$ cat config.mk
export PLATFORM = sky130hd
export DESIGN_NAME = exec_unit
export DESIGN_NICKNAME = d
export VERILOG_FILES = /design/src/common/alu_pkg.sv /design/src/div/div_unit.sv /design/src/logic/alu_master.sv /design/src/logic/exec_unit.sv /design/src/logic/hilo_reg.sv /design/src/mul/mul_unit.sv
export SDC_FILE = /design/constraint.sdc
export NUM_CORES = 2
export LEC_CHECK = 0
export ABC_AREA = 0
export BUFFER_PORTS_ARGS = -buffer_cell sky130_fd_sc_hd__buf_2
export CAP_MARGIN = 20
export CORE_ASPECT_RATIO = 1.75
export CORE_UTILIZATION = 65
export CTS_CLUSTER_DIAMETER = 40
export DETAILED_ROUTE_END_ITERATION = 6
export HOLD_SLACK_MARGIN = 0.15
export MAX_ROUTING_LAYER = met4
export PLACE_DENSITY = 0.81
export SLEW_MARGIN = 20
export SYNTH_ARGS = -nofsm -noshare
export SYNTH_HDL_FRONTEND = slang
export SYNTH_SLANG_ARGS = --single-unit
export TNS_END_PERCENT = 1
$ cat constraint.sdc
create_clock -name clk -period 13.1 [get_ports clk]
set_input_delay 0.655 -clock clk [delete_from_list [all_inputs] [get_ports clk]]
set_output_delay 0.655 -clock clk [all_outputs]
set_load 0.02 [all_outputs]
$ cat src/common/alu_pkg.sv
package alu_pkg;

    localparam int xlen       = 32;
    localparam int aluop_w    = 8;
    localparam int iter_count = 32;               // iterations of mul and div
    localparam int cnt_w      = $clog2(iter_count);

    localparam logic [aluop_w-1:0] op_nop   = 8'h00;
    localparam logic [aluop_w-1:0] op_add   = 8'h01;
    localparam logic [aluop_w-1:0] op_addu  = 8'h02;
    localparam logic [aluop_w-1:0] op_sub   = 8'h03;
    localparam logic [aluop_w-1:0] op_subu  = 8'h04;
    localparam logic [aluop_w-1:0] op_slt   = 8'h05;
    localparam logic [aluop_w-1:0] op_sltu  = 8'h06;
    localparam logic [aluop_w-1:0] op_slti  = 8'h07;
    localparam logic [aluop_w-1:0] op_sltiu = 8'h08;
    localparam logic [aluop_w-1:0] op_and   = 8'h10;
    localparam logic [aluop_w-1:0] op_or    = 8'h11;
    localparam logic [aluop_w-1:0] op_nor   = 8'h12;
    localparam logic [aluop_w-1:0] op_xor   = 8'h13;
    localparam logic [aluop_w-1:0] op_lui   = 8'h14;
    localparam logic [aluop_w-1:0] op_sll   = 8'h20;
    localparam logic [aluop_w-1:0] op_sllv  = 8'h21;
    localparam logic [aluop_w-1:0] op_srl   = 8'h22;
    localparam logic [aluop_w-1:0] op_srlv  = 8'h23;
    localparam logic [aluop_w-1:0] op_sra   = 8'h24;
    localparam logic [aluop_w-1:0] op_srav  = 8'h25;
    localparam logic [aluop_w-1:0] op_mult  = 8'h30;
    localparam logic [aluop_w-1:0] op_multu = 8'h31;
    localparam logic [aluop_w-1:0] op_div   = 8'h32;
    localparam logic [aluop_w-1:0] op_divu  = 8'h33;
    localparam logic [aluop_w-1:0] op_mthi  = 8'h40;
    localparam logic [aluop_w-1:0] op_mtlo  = 8'h41;
    localparam logic [aluop_w-1:0] op_mfhi  = 8'h42;
    localparam logic [aluop_w-1:0] op_mflo  = 8'h43;
    localparam logic [aluop_w-1:0] op_mfc0  = 8'h50;

    // request from the pipeline
    typedef struct packed {
        logic [aluop_w-1:0] op;
        logic [xlen-1:0]    a;
        logic [xlen-1:0]    b;
    } alu_req_t;

    typedef struct packed {
        logic [xlen-1:0] hi;
        logic [xlen-1:0] lo;
    } hilo_t;

    // operands for mul and div
    typedef struct packed {
        logic            signed_op;
        logic [xlen-1:0] a;
        logic [xlen-1:0] b;
    } long_req_t;

    // shared by both iterative units
    typedef enum logic [1:0] {
        st_idle,
        st_busy,
        st_fix
    } iter_state_t;

endpackage

$ cat src/div/div_unit.sv
`timescale 1ns/1ps

module div_unit (
    input  logic               clk,
    input  logic               rst_n,
    input  logic               start,
    input  alu_pkg::long_req_t req,
    output alu_pkg::hilo_t     result,
    output logic               ready
);

    alu_pkg::iter_state_t          state;
    logic [alu_pkg::cnt_w-1:0]     cnt;
    logic [alu_pkg::xlen-1:0]      a_mag;
    logic [alu_pkg::xlen-1:0]      b_mag;
    logic [alu_pkg::xlen-1:0]      dvsr;
    logic [alu_pkg::xlen-1:0]      quo;
    logic [alu_pkg::xlen-1:0]      rem;
    logic [alu_pkg::xlen:0]        trial;
    logic [alu_pkg::xlen:0]        trial_diff;
    logic                          trial_ge;
    logic                          q_neg;
    logic                          r_neg;

    assign a_mag = (req.signed_op && req.a[31]) ? -req.a : req.a;
    assign b_mag = (req.signed_op && req.b[31]) ? -req.b : req.b;

    // shift next dividend bit into the partial remainder
    assign trial      = {rem, quo[alu_pkg::xlen-1]};
    assign trial_diff = trial - {1'b0, dvsr};
    assign trial_ge   = trial >= {1'b0, dvsr};

    always_ff @(posedge clk) begin
        if (!rst_n) begin
            state <= alu_pkg::st_idle;
            cnt   <= '0;
            ready <= 1'b0;
        end else begin
            ready <= 1'b0;
            case (state)
                alu_pkg::st_idle: if (start) begin
                    state <= alu_pkg::st_busy;
                    cnt   <= '0;
                end
                alu_pkg::st_busy: begin
                    cnt <= cnt + 1'b1;
                    if (cnt == alu_pkg::cnt_w'(alu_pkg::iter_count - 1)) state <= alu_pkg::st_fix;
                end
                alu_pkg::st_fix: begin
                    state <= alu_pkg::st_idle;
                    ready <= 1'b1;
                end
                default: state <= alu_pkg::st_idle;
            endcase
        end
    end

    always_ff @(posedge clk) begin
        case (state)
            alu_pkg::st_idle: if (start) begin
                quo   <= a_mag;         // dividend shifts out as quotient shifts in
                dvsr  <= b_mag;
                rem   <= '0;
                q_neg <= req.signed_op && (req.a[31] ^ req.b[31]);
                r_neg <= req.signed_op && req.a[31];
            end
            alu_pkg::st_busy: begin
                if (trial_ge) begin
                    rem <= trial_diff[alu_pkg::xlen-1:0];
                end else begin
                    rem <= trial[alu_pkg::xlen-1:0];   // restore
                end
                quo <= {quo[alu_pkg::xlen-2:0], trial_ge};
            end
            alu_pkg::st_fix: begin
                result.hi <= r_neg ? -rem : rem;   // remainder follows dividend sign
                result.lo <= q_neg ? -quo : quo;
            end
            default: ;
        endcase
    end

endmodule

$ cat src/logic/alu_master.sv
`timescale 1ns/1ps

module alu_master (
    input  logic                       clk,
    input  logic                       rst_n,
    input  alu_pkg::alu_req_t          req,
    input  logic [alu_pkg::xlen-1:0]   cp0_data,
    input  alu_pkg::hilo_t             hilo,
    input  logic                       mul_ready,
    input  logic                       div_ready,
    input  alu_pkg::hilo_t             mul_result,
    input  alu_pkg::hilo_t             div_result,
    output logic [alu_pkg::xlen-1:0]   y,
    output logic                       overflow,
    output logic                       stall,
    output logic                       mul_start,
    output logic                       div_start,
    output alu_pkg::long_req_t         long_req,
    output logic                       hilo_we,
    output alu_pkg::hilo_t             hilo_wdata
);

    logic [alu_pkg::xlen-1:0] a;
    logic [alu_pkg::xlen-1:0] b;
    logic [alu_pkg::xlen-1:0] sum;
    logic [alu_pkg::xlen-1:0] diff;
    logic                     lt_s;
    logic                     lt_u;
    logic                     is_mul;
    logic                     is_div;
    logic                     long_done;
    alu_pkg::hilo_t           long_result;

    logic                     cache_valid;
    alu_pkg::alu_req_t        cache_req;
    alu_pkg::hilo_t           cache_result;
    logic                     cache_hit;

    assign a    = req.a;
    assign b    = req.b;
    assign sum  = a + b;
    assign diff = a - b;
    assign lt_s = $signed(a) < $signed(b);
    assign lt_u = a < b;

    assign is_mul = (req.op == alu_pkg::op_mult) || (req.op == alu_pkg::op_multu);
    assign is_div = (req.op == alu_pkg::op_div) || (req.op == alu_pkg::op_divu);

    assign long_req.signed_op = (req.op == alu_pkg::op_mult) || (req.op == alu_pkg::op_div);
    assign long_req.a         = a;
    assign long_req.b         = b;

    // cache only ever holds mul/div requests
    assign cache_hit = cache_valid && (req == cache_req);

    assign long_done   = (is_mul && mul_ready) || (is_div && div_ready);
    assign long_result = is_mul ? mul_result : div_result;

    // start stays high until ready comes back
    assign mul_start = is_mul && !mul_ready && !cache_hit;
    assign div_start = is_div && !div_ready && !cache_hit;
    assign stall     = mul_start || div_start;

    always_comb begin
        y          = '0;
        overflow   = 1'b0;
        hilo_we    = 1'b0;
        hilo_wdata = hilo;
        case (req.op)
            alu_pkg::op_add: begin
                y        = sum;
                overflow = (a[31] == b[31]) && (sum[31] != a[31]);
            end
            alu_pkg::op_addu: y = sum;
            alu_pkg::op_sub: begin
                y        = diff;
                overflow = (a[31] != b[31]) && (diff[31] != a[31]);
            end
            alu_pkg::op_subu: y = diff;
            alu_pkg::op_slt,
            alu_pkg::op_slti:  y[0] = lt_s;     // b already sign-extended for imm forms
            alu_pkg::op_sltu,
            alu_pkg::op_sltiu: y[0] = lt_u;
            alu_pkg::op_and:   y = a & b;
            alu_pkg::op_or:    y = a | b;
            alu_pkg::op_nor:   y = ~(a | b);
            alu_pkg::op_xor:   y = a ^ b;
            alu_pkg::op_lui:   y = {b[15:0], 16'h0000};
            alu_pkg::op_sll,
            alu_pkg::op_sllv:  y = b << a[4:0];
            alu_pkg::op_srl,
            alu_pkg::op_srlv:  y = b >> a[4:0];
            alu_pkg::op_sra,
            alu_pkg::op_srav:  y = $signed(b) >>> a[4:0];
            alu_pkg::op_mult,
            alu_pkg::op_multu,
            alu_pkg::op_div,
            alu_pkg::op_divu: begin
                if (long_done) begin
                    y          = long_result.lo;
                    hilo_we    = 1'b1;
                    hilo_wdata = long_result;
                end else if (cache_hit) begin
                    y          = cache_result.lo;   // no restart
                    hilo_we    = 1'b1;
                    hilo_wdata = cache_result;
                end
            end
            alu_pkg::op_mthi: begin
                hilo_we       = 1'b1;
                hilo_wdata.hi = a;
            end
            alu_pkg::op_mtlo: begin
                hilo_we       = 1'b1;
                hilo_wdata.lo = a;
            end
            alu_pkg::op_mfhi:  y = hilo.hi;
            alu_pkg::op_mflo:  y = hilo.lo;
            alu_pkg::op_mfc0:  y = cp0_data;
            alu_pkg::op_nop:   y = '0;
            default:           y = '0;
        endcase
    end

    always_ff @(posedge clk) begin
        if (!rst_n) begin
            cache_valid <= 1'b0;
        end else if (long_done) begin
            cache_valid <= 1'b1;
        end
    end

    // last finished long op and its result
    always_ff @(posedge clk) begin
        if (long_done) begin
            cache_req    <= req;
            cache_result <= long_result;
        end
    end

endmodule

$ cat src/logic/exec_unit.sv
`timescale 1ns/1ps

module exec_unit (
    input  logic                      clk,
    input  logic                      rst_n,
    input  alu_pkg::alu_req_t         req,
    input  logic [alu_pkg::xlen-1:0]  cp0_data,
    output logic [alu_pkg::xlen-1:0]  y,
    output logic                      overflow,
    output logic                      stall,
    output alu_pkg::hilo_t            hilo
);

    logic               mul_start;
    logic               div_start;
    logic               mul_ready;
    logic               div_ready;
    alu_pkg::hilo_t     mul_result;
    alu_pkg::hilo_t     div_result;
    alu_pkg::long_req_t long_req;     // shared by both units
    logic               hilo_we;
    alu_pkg::hilo_t     hilo_wdata;

    alu_master u_master (
        .clk        (clk),
        .rst_n      (rst_n),
        .req        (req),
        .cp0_data   (cp0_data),
        .hilo       (hilo),
        .mul_ready  (mul_ready),
        .div_ready  (div_ready),
        .mul_result (mul_result),
        .div_result (div_result),
        .y          (y),
        .overflow   (overflow),
        .stall      (stall),
        .mul_start  (mul_start),
        .div_start  (div_start),
        .long_req   (long_req),
        .hilo_we    (hilo_we),
        .hilo_wdata (hilo_wdata)
    );

    mul_unit u_mul (
        .clk    (clk),
        .rst_n  (rst_n),
        .start  (mul_start),
        .req    (long_req),
        .result (mul_result),
        .ready  (mul_ready)
    );

    div_unit u_div (
        .clk    (clk),
        .rst_n  (rst_n),
        .start  (div_start),
        .req    (long_req),
        .result (div_result),
        .ready  (div_ready)
    );

    hilo_reg u_hilo (
        .clk   (clk),
        .rst_n (rst_n),
        .we    (hilo_we),
        .wdata (hilo_wdata),
        .hilo  (hilo)
    );

endmodule

$ cat src/logic/hilo_reg.sv
`timescale 1ns/1ps

module hilo_reg (
    input  logic           clk,
    input  logic           rst_n,
    input  logic           we,
    input  alu_pkg::hilo_t wdata,
    output alu_pkg::hilo_t hilo
);

    // architectural HI/LO
    always_ff @(posedge clk) begin
        if (!rst_n) begin
            hilo <= '0;
        end else if (we) begin
            hilo <= wdata;
        end
    end

endmodule

$ cat src/mul/mul_unit.sv
`timescale 1ns/1ps

module mul_unit (
    input  logic               clk,
    input  logic               rst_n,
    input  logic               start,
    input  alu_pkg::long_req_t req,
    output alu_pkg::hilo_t     result,
    output logic               ready
);

    alu_pkg::iter_state_t          state;
    logic [alu_pkg::cnt_w-1:0]     cnt;
    logic [alu_pkg::xlen-1:0]      a_mag;
    logic [alu_pkg::xlen-1:0]      b_mag;
    logic [2*alu_pkg::xlen-1:0]    mcand;
    logic [alu_pkg::xlen-1:0]      mplier;
    logic [2*alu_pkg::xlen-1:0]    acc;
    logic                          negate;

    assign a_mag = (req.signed_op && req.a[31]) ? -req.a : req.a;
    assign b_mag = (req.signed_op && req.b[31]) ? -req.b : req.b;

    always_ff @(posedge clk) begin
        if (!rst_n) begin
            state <= alu_pkg::st_idle;
            cnt   <= '0;
            ready <= 1'b0;
        end else begin
            ready <= 1'b0;
            case (state)
                alu_pkg::st_idle: if (start) begin
                    state <= alu_pkg::st_busy;
                    cnt   <= '0;
                end
                alu_pkg::st_busy: begin
                    cnt <= cnt + 1'b1;
                    if (cnt == alu_pkg::cnt_w'(alu_pkg::iter_count - 1)) state <= alu_pkg::st_fix;
                end
                alu_pkg::st_fix: begin
                    state <= alu_pkg::st_idle;
                    ready <= 1'b1;
                end
                default: state <= alu_pkg::st_idle;
            endcase
        end
    end

    always_ff @(posedge clk) begin
        case (state)
            alu_pkg::st_idle: if (start) begin
                mcand  <= {{alu_pkg::xlen{1'b0}}, a_mag};
                mplier <= b_mag;
                acc    <= '0;
                negate <= req.signed_op && (req.a[31] ^ req.b[31]);
            end
            alu_pkg::st_busy: begin
                if (mplier[0]) acc <= acc + mcand;  // one partial product per cycle
                mcand  <= mcand << 1;
                mplier <= mplier >> 1;
            end
            alu_pkg::st_fix: result <= negate ? -acc : acc;
            default: ;
        endcase
    end

endmodule
==> results.ini, run 1 <==
[global_routing]
vias_in_the_first_global_route=46330
wire_length_of_the_first_global_routing_pass_um=334600
grt.total_usage_pct=72.95
globalRoute.totalOverflow=121
pin_count_of_the_biggest_net_entering_global_routing=97

[synthesis]
synthesis.area_sq_mm=0.04188
synth_warnings=0
synthCells=4467
synthesis.nets=4784
synth.yosys.seq_area_share_pct=41.37
postSynth.topFlopCell=sky130_fd_sc_hd__edfxtp_1
yosys_register_bits=604
postSynth.asyncResetShare_pct=0
synth_enable_flop_cells=523
postSynthAreaPerCell_sq_um=9.376
count_of_cell_types_in_the_netlist=90

[clock_tree]
cts.path.max_buffers=3
cts_repair_resize_count=0
cts_num_sinks=604
cts_hold_repair.buffers=0
cts-root-buf=sky130_fd_sc_hd__clkbuf_16
cts-buffers-inserted=67
cts_post_setup_buffers_inserted=0
cts_htree_levels=3

[die]
initial_core_util_pct=65.96
die_outline_height_um=337.8
boundaryPins=204
fp.dieW_um=193.9
placementRows=122

[place]
place_hpwl_um=144600
placed_cells=5282
last_weighted_congestion_value_of_the_routability_driven_placer=1.211
place_ws_ns=6.397
portBuffers=203

[outcome]
error_message=[ERROR GRT-0116] Global routing finished with congestion. Check the congestion regions in the DRC Viewer.
lastStage=global routing
outcome=stopped before the end

==> layer usage <==
layer,overflow,GRT usage (%)
met1,0,70.78
met2,56,94.57
met3,1,43.36
met4,64,81.19
met5,-,-
==> Yosys cell counts (all sizes together) (43+ instances only) <==
| cell | count | area, sq um |
|---|---|---|
| nor2 | 566 | 2125 |
| edfxtp | 523 | 15710 |
| a21oi | 360 | 1802 |
| o21ai | 318 | 1592 |
| nand2 | 277 | 1040 |
| xnor2 | 232 | 2032 |
| clkbuf | 222 | 833.3 |
| ha | 207 | 2590 |
| inv | 165 | 619.3 |
| mux2i | 119 | 1191 |
| and2 | 81 | 506.7 |
| dfxtp | 81 | 1622 |
| mux2 | 79 | 889.6 |
| xor2 | 78 | 683.2 |
| a21o | 75 | 563.0 |
| nor3 | 70 | 371.6 |
| nand2b | 59 | 376.6 |
| a22oi | 58 | 435.4 |
| o31ai | 54 | 430.4 |
| o21a | 50 | 375.4 |
| nand3 | 49 | 245.2 |
| a211oi | 47 | 352.8 |
| buf | 45 | 196.4 |
| a31oi | 43 | 269.0 |
==> cells by family after synthesis <==
kind of cell	after synthesis	share of synthesized area (%)
multiplexers	213	5.775
buffers and inverters	440	4.009
AND/OR/NAND/NOR	1339	15.02
flip-flops	604	41.37
AO/OA/AOI/OAI	1350	20.97
XOR/XNOR	310	6.483
adder cells (fa/ha/maj)	211	6.375
==> per-stage QoR <==
step                      hold WS, ns  area (sq um)
after floorplan                0.4344         41880
after CTS                      0.2814         45900
after detailed placement       0.4756         43570
after global placement         0.4433         43570
==> run 2, diff against run 1 <==
--- a/config.mk
+++ b/config.mk
@@ -8,13 +8,9 @@
 export ABC_AREA = 0
 export BUFFER_PORTS_ARGS = -buffer_cell sky130_fd_sc_hd__buf_2
 export CAP_MARGIN = 20
-export CORE_ASPECT_RATIO = 1.75
-export CORE_UTILIZATION = 65
-export CTS_CLUSTER_DIAMETER = 40
+export CORE_UTILIZATION = 40
 export DETAILED_ROUTE_END_ITERATION = 6
-export HOLD_SLACK_MARGIN = 0.15
-export MAX_ROUTING_LAYER = met4
-export PLACE_DENSITY = 0.81
+export PLACE_DENSITY_LB_ADDON = 0.15
 export SLEW_MARGIN = 20
 export SYNTH_ARGS = -nofsm -noshare
 export SYNTH_HDL_FRONTEND = slang
==> results.ini, run 2 <==
[route]
firstDrtPassIters=7
drt_iter0_drc=5503
drt-wirelength-per-cell_um=32.20
postRouteAntennaNets=0
via_per_inst=6.386
drc=15
via_count=38340
routed_wl_um=193300

[global_routing]
wire_length_of_the_first_global_routing_pass_um=269400
globalRoute.totalOverflow=0
antenna_found_initial=20
vias_in_the_first_global_route=35140
grt.total_usage_pct=35.44
pin_count_of_the_biggest_net_entering_global_routing=116

[synthesis]
synthCells=4467  ; unchanged
synth.most_common_cell=sky130_fd_sc_hd__nor2_1
synth_warnings=0  ; unchanged
synthesis.nets=4784  ; unchanged
synth_enable_flop_cells=523  ; unchanged
yosys_register_bits=604  ; unchanged
synth_top_cell_by_area=sky130_fd_sc_hd__edfxtp_1
yosys.area.top_type_share_pct=37.50  ; unchanged
count_of_cell_types_in_the_netlist=90  ; unchanged
postSynth.asyncResetShare_pct=0  ; unchanged
synthesis.area_sq_mm=0.04188  ; unchanged
postSynthAreaPerCell_sq_um=9.376  ; unchanged
postSynth.topFlopCell=sky130_fd_sc_hd__edfxtp_1
ys_top_cells_by_area=sky130_fd_sc_hd__edfxtp_1 37%, sky130_fd_sc_hd__ha_1 6.2%, sky130_fd_sc_hd__nor2_1 5.1%, sky130_fd_sc_hd__xnor2_1 4.9%, sky130_fd_sc_hd__a21oi_1 4.3%
synth.yosys.seq_area_share_pct=41.37  ; unchanged
synth.cells.most_frequent=566 x sky130_fd_sc_hd__nor2_1, 523 x sky130_fd_sc_hd__edfxtp_1, 360 x sky130_fd_sc_hd__a21oi_1

[place]
place_hpwl_um=143700  ; -0.64%
placed_cells=5858  ; +11%
last_weighted_congestion_value_of_the_routability_driven_placer=1.126  ; -7.0%
portBuffers=203  ; unchanged

[worst_setup_path]
r2r_slack_ns=8.10
reg2regPathDepth=13
timing.critical_path.to_type=output pin
cp_cell_sequence=buf_2, buf_4, clkinv_1, buf_4, ha_1, o21bai_1, a21oi_1, o21ai_0, a21oi_1, a41oi_1, a31oi_1, o41ai_1, o41a_1, a32o_1, o22ai_1, nor2_1, buf_2
critical-path-max-stage-delay_ns=0.63
worstPathRequired_ns=12.44
path_class=primary input to output pin
critical_path.startpoint_type=primary input
critical_path_peak_fanout=32
slowest_cp_cell=sky130_fd_sc_hd__a31oi_1
crit_path_end=overflow
timing.rr.end=u_div.quo[0]$_DFFE_PP_
cp-startpoint=req[33]
crit_arrival_ns=5.92
worst_r2r_startpoint=u_div.rem[3]$_SDFFCE_PN0P_

[pwr]
power_share_of_the_combinational_group_pct=13.1
share_clk_of_total_power_pct=44.5
p_int_mw=3.524
vdd_ir_drop_max_mv=0.09417
p_sw_share_pct=28.40
cellPowerDensity_mw_per_mm2=105.0
p_leak_nw=17.31
power_switching_mw=1.398
p_seq_share_pct=42.4

[finish]
largest_register=u_master.cache_req
drive_gt1_share_pct=12.08
nets=4874
fill_cells=10260
area.growth.synth_to_final_pct=11.92
layoutNonFillerInstCount=6003
most_common_cell_after_layout_fill_and_taps_aside=sky130_fd_sc_hd__nor2_1
finalCoreUtilization_pct=45.23
largest_reg_flops=72
most-common-layout-cells=562 x sky130_fd_sc_hd__nor2_1, 523 x sky130_fd_sc_hd__edfxtp_1, 360 x sky130_fd_sc_hd__a21oi_1

[sta]
min_period_over_period_pct=50.20
unrepaired_setup_endpoints_after_global_routing=no
setup_tns_ns=0
max_freq_mhz=152.1
final-setup-viol-count=0
finalClockSkew_ns=0.05266
worst_pin_slew_ns=1.255
count_of_endpoints_failing_hold_in_the_final_timing_report=0
slew_viol_final=0
post-route-min-period_ns=6.576
maxSlewHeadroom_pct=15.70

[die]
boundaryPins=204  ; unchanged
die_outline_height_um=325.6  ; -3.6%
initial_core_util_pct=40.41  ; -26 points
fp.dieW_um=325.6  ; +68%
die_area_sq_mm=0.1060
placementRows=118  ; -3.3%
core_area_sq_mm=0.1036

[clock_tree]
cts_repair_resize_count=0  ; unchanged
cts_hold_repair.buffers=0  ; unchanged
cts_num_sinks=604  ; unchanged
cts-root-buf=sky130_fd_sc_hd__clkbuf_16
clock_insertion_delay_worst_skew_ns=0.69
cts_post_setup_buffers_inserted=0  ; unchanged
cts.path.max_buffers=3  ; unchanged
cts-buffers-inserted=77  ; +15%
cts_tree=yes
cts_htree_levels=3  ; unchanged
clkTransAtPathRegs_ns=0.06

[outcome]
outcome=finished with violations
violations=DRC

[worst_hold_path]
hold_path_class=primary input to flip-flop

[flow_run]
max_cap_viol_count=0

## run 2: cell counts after synthesis
No cell type changed its count.
## run 2: metrics by stage
stage / power (mW) / hold slack [ns] / setup slack [ns] / area (sq um)
6_report: 4.923 / 0.3724 / 6.524 / 46880
3_5_place_dp: 2.734 / 0.4869 / 6.788 / 44310
5_1_grt: 5.034 / 0.3325 / 6.317 / 46870
3_3_place_gp: 2.741 / 0.4830 / 6.747 / 44310
4_1_cts: 4.923 / 0.3129 / 6.754 / 46860
2_1_floorplan: 2.467 / 0.4344 / 5.641 / 41880
## run 2: how the worst min path moves through the flow
stage                                   endpoint                         startpoint  slack [ns]  cells after the start
3_5_place_dp   u_master.cache_valid$_SDFFE_PN0N_  u_master.cache_valid$_SDFFE_PN0N_        0.49                      1
3_3_place_gp   u_master.cache_valid$_SDFFE_PN0N_  u_master.cache_valid$_SDFFE_PN0N_        0.48                      1
5_1_grt         u_master.cache_req[71]$_DFFE_PN_                            req[71]        0.33                      1
4_1_cts         u_master.cache_req[69]$_DFFE_PN_                            req[69]        0.31                      1
2_1_floorplan  u_master.cache_valid$_SDFFE_PN0N_  u_master.cache_valid$_SDFFE_PN0N_        0.43                      1
6_report        u_master.cache_req[69]$_DFFE_PN_                            req[69]        0.37                      1
## run 2: area by class of cell
type | count | area, sq um | area share, %
timing repair buffer | 278 | 1594 | 3.401
multi-input combinational | 3423 | 23010 | 49.08
clock inverter | 54 | 566.8 | 1.209
clock buffer | 89 | 1992 | 4.249
antenna | 2 | 5.005 | 0.01068
tap | 1380 | 1727 | 3.683
sequential | 604 | 17330 | 36.96
inverter | 173 | 659.4 | 1.407
## run 2: power groups by stage
stage | logic [mW] | clock network (mW) | registers [mW]
after detailed placement | 0.606 | 0 | 2.13
after global routing | 0.659 | 2.29 | 2.09
after CTS | 0.609 | 2.23 | 2.09
final | 0.647 | 2.19 | 2.09
after global placement | 0.613 | 0 | 2.13
after floorplan | 0.341 | 0 | 2.13
## run 2: worst max-delay path, delay by kind of cell
family | cells | cell delay [ns]
adders and majority gates | 1 | 0.41
and+or+nand+nor | 1 | 0.06
buffers and inverters | 5 | 1.53
AOI/OAI and AO/OA | 10 | 3.21
## run 2: cell families after synthesis
group                    synth area share [%]
AND/OR/NAND/NOR                         15.02
multiplexers                            5.775
adder cells (fa/ha/maj)                 6.375
flip-flops                              41.37
buffers and inverters                   4.009
AO/OA/AOI/OAI                           20.97
XOR/XNOR                                6.483
## run 2: metal layers
layer  GRT usage [%]  vias to the layer above  routed length [um]
met5               0                        -                 194
met4           20.33                       20               13070
met3           12.11                      490               23770
met2           49.21                     2301               76570
met1           47.63                    18770               79660
li1                -                    16750                   -
Power figures use the tool's default switching activity.
